--- src/gfx_vga_config.svh ---
`ifndef GFX_VGA_CONFIG_SVH
`define GFX_VGA_CONFIG_SVH

// Coordinate and mode field widths
`define GFX_H_WIDTH 10
`define GFX_V_WIDTH 10

// RGB 4:4:4 pixel word
`define GFX_PIXEL_WIDTH 12
`define GFX_COLOR_WIDTH 4

// Row-major framebuffer geometry
`define FB_COLS 32
`define FB_ROWS 16

// Total words in the framebuffer
`define FB_DEPTH (`FB_COLS * `FB_ROWS)

// Enough to cover FB_COLS x FB_ROWS
`define FB_ADDR_WIDTH 9

`endif

--- src/gfx_pkg.sv ---
`include "gfx_vga_config.svh"

package gfx_pkg;

  typedef struct packed {
    logic [`GFX_H_WIDTH-1:0]     x;
    logic [`GFX_V_WIDTH-1:0]     y;
    logic [`GFX_PIXEL_WIDTH-1:0] pixel;
  } gfx_pixel_t;

  // Visible is a size while line_end and frame_end are total minus one
  typedef struct packed {
    logic [`GFX_H_WIDTH-1:0] h_visible;
    logic [`GFX_H_WIDTH-1:0] h_sync_start;
    logic [`GFX_H_WIDTH-1:0] h_sync_end;
    logic [`GFX_H_WIDTH-1:0] h_line_end;
    logic [`GFX_V_WIDTH-1:0] v_visible;
    logic [`GFX_V_WIDTH-1:0] v_sync_start;
    logic [`GFX_V_WIDTH-1:0] v_sync_end;
    logic [`GFX_V_WIDTH-1:0] v_frame_end;
  } vga_mode_t;

  typedef struct packed {
    logic                        en;
    logic [`FB_ADDR_WIDTH-1:0]   addr;
    logic [`GFX_PIXEL_WIDTH-1:0] data;
  } fb_wr_t;

  typedef struct packed {
    logic [`GFX_H_WIDTH-1:0] x;
    logic [`GFX_V_WIDTH-1:0] y;
    logic                    visible;
    logic                    hsync;
    logic                    vsync;
  } scan_pos_t;

  typedef struct packed {
    logic [`GFX_COLOR_WIDTH-1:0] red;
    logic [`GFX_COLOR_WIDTH-1:0] grn;
    logic [`GFX_COLOR_WIDTH-1:0] blu;
    logic                        hsync;
    logic                        vsync;
  } vga_out_t;

  typedef enum logic [1:0] {
    FB_IDLE,
    FB_CLEAR,
    FB_RUN
  } fb_state_e;

endpackage

--- src/fb_writer.sv ---
`include "gfx_vga_config.svh"

module fb_writer
  import gfx_pkg::*;
(
  input  logic       clk,
  input  logic       rst_n,
  input  logic       run,
  input  vga_mode_t  mode,
  input  logic       gfx_valid,
  input  gfx_pixel_t gfx,
  output logic       gfx_ready,
  output fb_wr_t     client_wr,
  output logic       oob_drop
);

  logic                      accept;
  logic                      in_bounds;
  logic [`FB_ADDR_WIDTH-1:0] wr_addr;

  // Never stalls once scan-out is running
  assign gfx_ready = run;
  assign accept    = gfx_valid && gfx_ready;

  assign in_bounds = (gfx.x < mode.h_visible) && (gfx.y < mode.v_visible);
  assign wr_addr   = `FB_ADDR_WIDTH'(gfx.y * `FB_COLS + gfx.x);

  always_ff @(posedge clk) begin
    if (!rst_n) begin
      client_wr.en <= 1'b0;
      oob_drop     <= 1'b0;
    end else begin
      client_wr.en <= accept && in_bounds;
      oob_drop     <= accept && !in_bounds;
    end
    if (accept) begin
      client_wr.addr <= wr_addr;
      client_wr.data <= gfx.pixel;
    end
  end

  a_wr_or_drop: assert property (
    @(posedge clk) disable iff (!rst_n)
    !(client_wr.en && oob_drop)
  );

endmodule

--- config.mk ---
export PLATFORM = sky130hd
export DESIGN_NAME = fb_writer
export DESIGN_NICKNAME = d
export VERILOG_FILES = /design/src/gfx_pkg.sv /design/src/fb_writer.sv
export VERILOG_INCLUDE_DIRS = /design/src /design/src/src
export SDC_FILE = /design/constraint.sdc
export NUM_CORES = 1
export LEC_CHECK = 0
export BUFFER_PORTS_ARGS = -buffer_cell sky130_fd_sc_hd__buf_2
export CELL_PAD_IN_SITES_DETAIL_PLACEMENT = 1
export CELL_PAD_IN_SITES_GLOBAL_PLACEMENT = 1
export CORE_MARGIN = 2
export CORE_UTILIZATION = 25
export DETAILED_ROUTE_END_ITERATION = 6
export MAX_ROUTING_LAYER = met4
export PLACE_DENSITY = 0.87
export SYNTH_ARGS = -nofsm -noshare
export SYNTH_HDL_FRONTEND = slang
export SYNTH_SLANG_ARGS = --single-unit
--- constraint.sdc ---
create_clock -name clk -period 2.8 [get_ports clk]
set_input_delay 0.7 -clock clk [delete_from_list [all_inputs] [get_ports clk]]
set_output_delay 0.7 -clock clk [all_outputs]
set_load 0.03 [all_outputs]
==> metrics.md, run 1 <==
| Metric | Value |
|---|---|
| Outcome | `completed` |
| Setup CP Type | `in -> reg` |
| Via density | `4.21` |
| Ys Warns | `0` |
| Multi-input gate area | `502 µm²` |
| Chip width | `75.1 µm` |
| Cell row count | `25` |
| Critical Path Max Stage Delay | `0.32 ns` |
| Post-synth net total | `241` |
| Crit path buf inv count | `2` |
| Asr flop ratio synth | `0%` |
| Maximum clock path buffer count | `2` |
| Setup bufs post-CTS | `0` |
| Post-Route WL | `3100 µm` |
| Area growth, synth to finish | `41.5%` |
| Worst EP arrival | `1.99 ns` |
| Largest net degree at the start of global routing | `24` |
| Final ANT Viol Nets | `0` |
| Root buffer cell | `clkbuf_8` |
| Register area share after synthesis | `53.1%` |
| Final hold vios | `0` |
| CP cell instances | `buf_2, inv_1, ha_1, a21oi_1, nand2_1, a211oi_2, o21ai_1, o311a_1` |
| Initial Util | `26.4%` |
| Total power | `0.000811 W` |
| Leading area contributor after synthesis | `edfxtp_1` |
| Total congestion overflow | `0` |
| CP top delay family | `compound AO/OA/AOI/OAI gates` |
| Via Count | `1064` |
| MaxCap Viol Count | `0` |
| Port Buffers | `79` |
| Die area | `0.00563 mm²` |
| CTS Buf Count | `3` |
| Tmin final | `1.84 ns` |
| Layout cell share with drive strength beyond 1 | `45.7%` |
| Cts hold-fix bufs | `0` |
| Post-synth cell types | `24` |
| DRT iter0 DRCs | `18` |
| TritonCTS clock tree | `done` |
| Setup_tns | `0 ns` |
| Final Cycle Share | `65.6%` |
| Top cells by area, synth | `edfxtp_1 50%, ha_1 21%, inv_1 6.5%` |
| Synthesized area | `0.00126 mm²` |
| Slew @ Worst Pin | `0.277 ns` |
| Relative slew margins | `81.5%` |
| # IOs | `140` |
| Total track usage | `11.1%` |
| Final Max Slew Viols | `0` |
| Htree depth | `1` |
| Die H | `75.1 µm` |
| Router iterations before antenna repair | `2` |
| Post-synth EDFFs | `21` |
| Worst VDD drop | `0.183 mV` |
| Vias in the first global route | `1039` |
| First-pass GRT wire length | `4530 µm` |
| CP Capture Type | `flip-flop` |
| Worst-path clk slew | `0.08 ns` |
| Storage element area | `671 µm²` |
| Flops & latches, synth | `23` |
| Clk sink count | `23` |
| LEAKAGE | `0.914 nW` |
| Final setup fails | `0` |
| WL/cell | `12.2 µm` |
| Avg Cell Area, Syn | `12.3 µm²` |
| Fmax | `545 MHz` |
| Layout fillers | `567` |
| DRC | `0` |
| Pwr Density | `454 mW/mm²` |
| Gpl congestion | `0.733` |
| CP Max Fanout | `3` |
| Gate Count Post-Synth | `103` |
| Final nets | `325` |
| Hpwl dp | `2770 µm` |
| Worst path required time | `2.95 ns` |
| Unrepaired setup endpoints after global routing | `no` |
| Slowest CP cell | `ha_1` |
| Critical Path Start Type | `input pin` |
| Post-synth top area share | `50.0%` |
| Hold WC Path Type | `in -> reg` |
| Antenna violations before repair | `0` |
| Ant diodes | `0` |
| CORE AREA | `0.00479 mm²` |
| Ys flop type | `edfxtp_1` |
| Cts repair resizes | `0` |
[registers in the layout, summed over array words and instances, names as in the netlist]
name and flops:
client_wr 22, oob_drop 1
[synth_stat cells, types with 2 or more instances]
library cell and count:
edfxtp_1 21, dfxtp_1 2, nor2_1 2, xnor2_1 2
a21o_1 2, inv_1 22, a21oi_1 7, o21ai_0 2
a211oi_2 2, nand4_1 4, nand2_1 3, o21ai_1 2
ha_1 21
[area by class of cell]
class / instances / share of cell area [%]
multi-input cells: 57 / 28.1
clock buffers: 4 / 2.52
flip-flops and latches: 23 / 37.5
inverters: 22 / 4.62
repair buffers: 80 / 22.5
well taps: 67 / 4.69
[path summary, 6_finish.rpt]
kind                 start            to  slack [ns]  depth (start not counted)
setup / recovery  mode[38]      oob_drop        0.96                          8
hold / removal      gfx[0]  client_wr[0]        0.61                          1
[cell families after synthesis]
group                      after synthesis  synth area share, %
and+or+nand+nor                         15                 6.34
DFF                                     23                 53.1
buffers and inverters                   23                 7.14
xor gates and xnor gates                 3                 2.08
AOI/OAI and AO/OA                       17                 8.92
adders and majority gates               22                 22.4
[routing by layer]
| layer | wire length (µm) | vias to the layer above | track usage [%] |
|---|---|---|---|
| met5 | 0 | - | - |
| li1 | - | 530 | - |
| met3 | 152 | 4 | 2.01 |
| met1 | 1210 | 494 | 12.8 |
| met2 | 1710 | 36 | 19.7 |
| met4 | 24 | 0 | 2.98 |
[metrics by stage]
stage / hold slack (ns) / cell area, µm² / cells / utilization (%) / setup WS, ns
2_1_floorplan: 0.799 / 1260 / 103 / - / 0.888
3_3_place_gp: 0.877 / 1740 / 249 / 36.4 / 0.682
3_5_place_dp: 0.879 / 1740 / 249 / 36.4 / 0.671
4_1_cts: 0.606 / 1790 / 253 / 37.3 / 0.948
5_1_grt: 0.596 / 1790 / 253 / 37.3 / 0.866
6_report: 0.608 / 1790 / 253 / 37.3 / 0.964
[where the power goes]
| group | leakage [nW] | switching (W) | total (W) | internal, W |
|---|---|---|---|---|
| logic | 0.678 | 0.000119 | 0.000199 | 0.0000807 |
| registers | 0.213 | 0.00000515 | 0.000407 | 0.000402 |
| clock network | 0.0228 | 0.000103 | 0.000204 | 0.000101 |
[layout by cell type, fill, tap and decap left out, types with 3 or more instances in the layout]
cell type   n
ha_1       21
inv_1      22
buf_2      79
nand4_1     4
nand2_1     3
clkbuf_8    3
a21oi_1     7
edfxtp_1   21
Power figures use the tool's default switching activity.
==> run 2: changes to the inputs <==
- CORE_UTILIZATION: 25 -> 23
- PLACE_DENSITY: 0.87 -> 0.81
- clock period: 2.8 -> 1.85 ns (I/O delays scaled with it)
==> run 2 against run 1 <==
Against the previous run:
- sequential share of layout area is 0.26 points lower
- critical path type unchanged
- worst hold slack worse by 0.24 ns
- first-iteration DRC count did not move
- die area is 8.2% higher
- combinational power grew 51%
==> metrics.md, run 2 (same netlist as run 1, synthesis figures left out) <==
| Metric | Value |
|---|---|
| Final Cycle Share | `85.3%` |
| Setup bufs post-CTS | `0 (unchanged)` |
| Die area | `0.00610 mm² (was 0.00563 mm²)` |
| Final core occ | `34.6% (was 37.3%)` |
| Total track usage | `10.4% (was 11.1%)` |
| Ant diodes | `0 (unchanged)` |
| Tmin final | `1.58 ns` |
| Worst EP arrival | `1.73 ns (was 1.99 ns)` |
| Final Max Slew Viols | `0 (unchanged)` |
| Setup CP Type | `in -> reg (unchanged)` |
| DRC | `0 (unchanged)` |
| Layout cell share with drive strength beyond 1 | `46.5% (was 45.7%)` |
| CTS Buf Count | `3 (unchanged)` |
| Critical Path Start Type | `input pin (unchanged)` |
| Unrepaired setup endpoints after global routing | `no (unchanged)` |
| Port Buffers | `79 (unchanged)` |
| Slew @ Worst Pin | `0.258 ns (was 0.277 ns)` |
| Worst path required time | `2.00 ns (was 2.95 ns)` |
| Final setup fails | `0 (unchanged)` |
| Chip width | `78.1 µm (was 75.1 µm)` |
| # IOs | `140 (unchanged)` |
| Flip-flop count of the largest register after layout | `22 (unchanged)` |
| TritonCTS clock tree | `done (unchanged)` |
| Gpl congestion | `0.722 (was 0.733)` |
| CP Max Fanout | `3 (unchanged)` |
| Total congestion overflow | `0 (unchanged)` |
| Relative slew margins | `82.6% (was 81.5%)` |
| Worst setup margin | `0.271 ns (was 0.964 ns)` |
| Cts hold-fix bufs | `0 (unchanged)` |
| Hold_ws | `0.369 ns (was 0.608 ns)` |
| Cts repair resizes | `0 (unchanged)` |
| Clk sink count | `23 (unchanged)` |
| Hpwl dp | `2720 µm (was 2770 µm)` |
| LEAKAGE | `0.922 nW (was 0.914 nW)` |
| Die H | `78.1 µm (was 75.1 µm)` |
| Final nets | `326 (was 325)` |
| Worst-path clk slew | `0.09 ns (was 0.08 ns)` |
| Worst VDD drop | `0.276 mV (was 0.183 mV)` |
| Total power | `0.00123 W (was 0.000811 W)` |
| CP Capture Type | `flip-flop (unchanged)` |
| WL/cell | `12.1 µm (was 12.2 µm)` |
| Top flop regs | `client_wr (22), oob_drop (1) (unchanged)` |
| Via Count | `1058 (was 1064)` |
| Outcome | `completed (unchanged)` |
| First-pass GRT wire length | `4920 µm (was 4530 µm)` |
| Maximum clock path buffer count | `2 (unchanged)` |
| Pre-CTS setup slack | `-0.0153 ns (was 0.671 ns)` |
| Commonest non-fill, non-tap cell in the layout | `buf_2 (unchanged)` |
| Router iterations before antenna repair | `4 (was 2)` |
| Cell row count | `26 (was 25)` |
| Layout fillers | `617 (was 567)` |
| Hold WC Path Type | `in -> reg (unchanged)` |
| DRT iter0 DRCs | `18 (unchanged)` |
| Via density | `4.12 (was 4.21)` |
| Setup crit end | `oob_drop (unchanged)` |
| CORE AREA | `0.00520 mm² (was 0.00479 mm²)` |
| Final hold vios | `0 (unchanged)` |
| Post-Route WL | `3110 µm (was 3100 µm)` |
| MaxCap Viol Count | `0 (unchanged)` |
| Htree depth | `1 (unchanged)` |
| Root buffer cell | `clkbuf_8 (unchanged)` |
| Crit path from | `mode[38] (unchanged)` |
| Pwr Density | `685 mW/mm² (was 454 mW/mm²)` |
| Register bank with the most flops | `client_wr (unchanged)` |
| Antenna violations before repair | `0 (unchanged)` |
| Vias in the first global route | `1101 (was 1039)` |
| Area growth, synth to finish | `42.5% (was 41.5%)` |
| Fmax | `633 MHz` |
| Setup_tns | `0 ns (unchanged)` |
| Final ANT Viol Nets | `0 (unchanged)` |
| Initial Util | `24.3% (was 26.4%)` |
| Largest net degree at the start of global routing | `14 (was 24)` |
| Commonest cells after routing, fill and taps aside | `79 x buf_2, 22 x inv_1, 21 x ha_1, 21 x edfxtp_1, 7 x a21oi_1 (unchanged)` |
-- run 2: changes by cell type in the layout (fill, tap and decap cells not counted) --
cell      change
clkbuf_1      -1
buf_4         +1
clkinv_2      +1
-- run 2: stage by stage --
step	cells	area [µm²]
finish	257	1800
global route	257	1800
CTS	257	1800
detailed placement	253	1750
global placement	253	1750
floorplan	103	1260
-- run 2: worst max-delay path, cell delays in order --
cell and delay, ns:
buf_2 0.08, inv_1 0.03, ha_1 0.31, a21oi_1 0.15
nand2_1 0.08, a211oi_2 0.20, o21ai_1 0.11, o311a_1 0.29
-- run 2: where the power goes --
group	switching (W)	leakage, nW	internal [W]
registers	0.00000847	0.213	0.000609
clock network	0.000165	0.0255	0.000150
logic	0.000178	0.683	0.000122
-- run 2: worst min path at each step --
| stage | end | slack [ns] | startpoint | depth (start not counted) |
|---|---|---|---|---|
| 6_report | client_wr[5] | 0.37 | gfx[5] | 1 |
| 5_1_grt | client_wr[8] | 0.36 | gfx[8] | 1 |
| 3_3_place_gp | client_wr[6] | 0.64 | gfx[6] | 1 |
| 4_1_cts | client_wr[5] | 0.36 | gfx[5] | 1 |
| 2_1_floorplan | client_wr[0] | 0.56 | gfx[0] | 0 |
| 3_5_place_dp | client_wr[5] | 0.64 | gfx[5] | 1 |
-- run 2: layer usage --
layer / share of wire, % / up-vias / wire length, µm / track usage, %
met5: 0 / - / 0 / -
met4: 1.6 / 0 / 51 / 3.33
met3: 5.7 / 4 / 176 / 1.15
met2: 51 / 36 / 1600 / 18.7
met1: 41 / 488 / 1280 / 12.1
li1: - / 530 / - / -
-- run 2: layout make-up --
type | instances | area, µm² | area share, %
clock inverter | 1 | 5.00 | 0.278
multi-input combinational | 57 | 502 | 27.9
clock buffer | 3 | 41.3 | 2.29
sequential | 23 | 671 | 37.3
inverter | 22 | 82.6 | 4.59
timing repair buffer | 81 | 410 | 22.8
tap | 70 | 87.6 | 4.87
==> run 3: changes to the inputs <==
- clock period: 1.85 -> 1.7 ns (I/O delays scaled with it)
==> run 3 against run 2 <==
Against the previous run:
- via count is 3.0% higher
- utilization is 0.89 points higher
- final area is 2.6% higher
- sequential cell count stayed put
- global-route usage is 0.80 points higher
- first-iteration DRC count is 22% lower
- power is 9.8% higher
- worst hold slack worse by 0.038 ns
- final cell count is 1.6% higher
- sequential power is 8.8% higher
- sequential share of layout area is 0.93 points lower
- largest power group unchanged
==> metrics.md, run 3 (same netlist as run 1, synthesis figures left out) <==
| Metric | Value |
|---|---|
| Outcome | `completed (unchanged)` |
| Via Count | `1090 (was 1058)` |
| Layer with the highest usage | `met2 (unchanged)` |
| Port Buffers | `79 (unchanged)` |
| Maximum clock path buffer count | `2 (unchanged)` |
| Setup_tns | `0 ns (unchanged)` |
| Commonest cells after routing, fill and taps aside | `79 x buf_2, 22 x inv_1, 21 x ha_1, 21 x edfxtp_1, 6 x a21oi_1 (was 79 x buf_2, 22 x inv_1, 21 x ha_1, 21 x edfxtp_1, 7 x a21oi_1)` |
| Relative slew margins | `77.3% (was 82.6%)` |
| Vias in the first global route | `1169 (was 1101)` |
| Layout fillers | `642 (was 617)` |
| Worst-path clk slew | `0.09 ns (about the same)` |
| DRT iter0 DRCs | `14 (was 18)` |
| Worst VDD drop | `0.394 mV (was 0.276 mV)` |
| Critical Path Start Type | `input pin (unchanged)` |
| Htree depth | `1 (unchanged)` |
| Placed Cells | `257 (was 253)` |
| Commonest non-fill, non-tap cell in the layout | `buf_2 (unchanged)` |
| Worst path required time | `1.86 ns (was 2.00 ns)` |
| Area growth, synth to finish | `46.2% (was 42.5%)` |
| Hold WC Path Type | `in -> reg (unchanged)` |
| # IOs | `140 (unchanged)` |
| LEAKAGE | `0.946 nW (was 0.922 nW)` |
| Final setup fails | `0 (unchanged)` |
| Die area | `0.00610 mm² (unchanged)` |
| Fmax | `623 MHz` |
| Final nets | `330 (was 326)` |
| Register bank with the most flops | `client_wr (unchanged)` |
| Antenna violations before repair | `0 (unchanged)` |
| DRC | `0 (unchanged)` |
| Layout cell share with drive strength beyond 1 | `48.2% (was 46.5%)` |
| Post-Route WL | `3240 µm (was 3110 µm)` |
| MaxCap Viol Count | `0 (unchanged)` |
| CP Max Fanout | `2 (was 3)` |
| Finished Layout Cells | `261 (was 257)` |
| Tmin final | `1.61 ns` |
| Chip width | `78.1 µm (unchanged)` |
| Clk sink count | `23 (unchanged)` |
| Ant diodes | `0 (unchanged)` |
| Cell row count | `26 (unchanged)` |
| GRT met1 Usage | `12.9% (was 12.1%)` |
| Setup CP Type | `in -> reg (unchanged)` |
| Root buffer cell | `clkbuf_8 (unchanged)` |
| GR Layer Usage met3 | `1.61% (was 1.15%)` |
| Final hold vios | `0 (unchanged)` |
| TritonCTS clock tree | `done (unchanged)` |
| Router iterations before antenna repair | `2 (was 4)` |
| Total track usage | `11.2% (was 10.4%)` |
| Initial Util | `24.3% (unchanged)` |
| First-pass GRT wire length | `5290 µm (was 4920 µm)` |
| Largest net degree at the start of global routing | `14 (unchanged)` |
| Die H | `78.1 µm (unchanged)` |
| Total congestion overflow | `0 (unchanged)` |
| Worst EP arrival | `1.76 ns (was 1.73 ns)` |
| Top flop regs | `client_wr (22), oob_drop (1) (unchanged)` |
| Slew @ Worst Pin | `0.340 ns (was 0.258 ns)` |
| Gpl congestion | `0.741 (was 0.722)` |
| Final Cycle Share | `94.5%` |
| Via density | `4.18 (was 4.12)` |
| CP Capture Type | `flip-flop (unchanged)` |
| WL/cell | `12.4 µm (was 12.1 µm)` |
| Unrepaired setup endpoints after global routing | `no (unchanged)` |
| Hpwl dp | `2890 µm (was 2720 µm)` |
| GRT met2 Usage | `20.2% (was 18.7%)` |
| CTS Buf Count | `3 (unchanged)` |
| Final Max Slew Viols | `0 (unchanged)` |
| Pwr Density | `734 mW/mm² (was 685 mW/mm²)` |
| CORE AREA | `0.00520 mm² (unchanged)` |
| Final ANT Viol Nets | `0 (unchanged)` |
| Flip-flop count of the largest register after layout | `22 (unchanged)` |
## run 3: cell types whose count changed in the layout (fill, tap and decap cells not counted)
cell / change
a21oi_1: -1
buf_4: +3
buf_12: +1
a21oi_2: +1
## run 3: final cells by class
cell class	instances	area [µm²]	area share (%)
well taps	70	87.6	4.75
flip-flops and latches	23	671	36.3
repair buffers	85	453	24.5
inverters	22	82.6	4.47
multi-input cells	57	505	27.4
clock buffers	3	41.3	2.24
clock inverters	1	5.00	0.271
## run 3: final timing paths
path,cells after the start,to,slack [ns],from
max,9,client_wr[21],0.09,mode[73]
min,1,client_wr[5],0.33,gfx[5]
## run 3: per-layer routing
metal,up-vias,share of wire [%]
met5,-,0
met2,38,53
met3,6,5.5
li1,537,-
met1,509,40
met4,0,2.3
## run 3: critical path, cell delays in order
cell,delay (ns)
buf_2,0.08
inv_1,0.03
ha_1,0.30
a211oi_1,0.26
nor2_1,0.08
nor2_1,0.10
a21oi_1,0.10
buf_4,0.14
nor4_1,0.25
## run 3: stage by stage
stage / power [W] / hold WS [ns] / util [%] / setup WS, ns / cell area, µm²
final: 0.00135 / 0.330 / 35.5 / 0.0941 / 1850
after global routing: 0.00144 / 0.320 / 35.5 / 0.0100 / 1850
after CTS: 0.00137 / 0.325 / 35.4 / 0.0963 / 1840
after detailed placement: 0.00103 / 0.604 / 34.5 / -0.175 / 1800
after global placement: 0.00102 / 0.602 / 34.5 / -0.145 / 1800
after floorplan: 0.000880 / 0.524 / - / 0.0628 / 1260
## run 3: timing repair
action                     CTS  global route
buffers inserted             0             0
resized for setup            0             1
hold buffers                 0             0
setup endpoints to repair    0             1
## run 3: power breakdown
group,switching [W],internal (W)
Combinational,0.000199,0.000145
Sequential,0.00000858,0.000662
Clock,0.000175,0.000163
Total,0.000383,0.000970
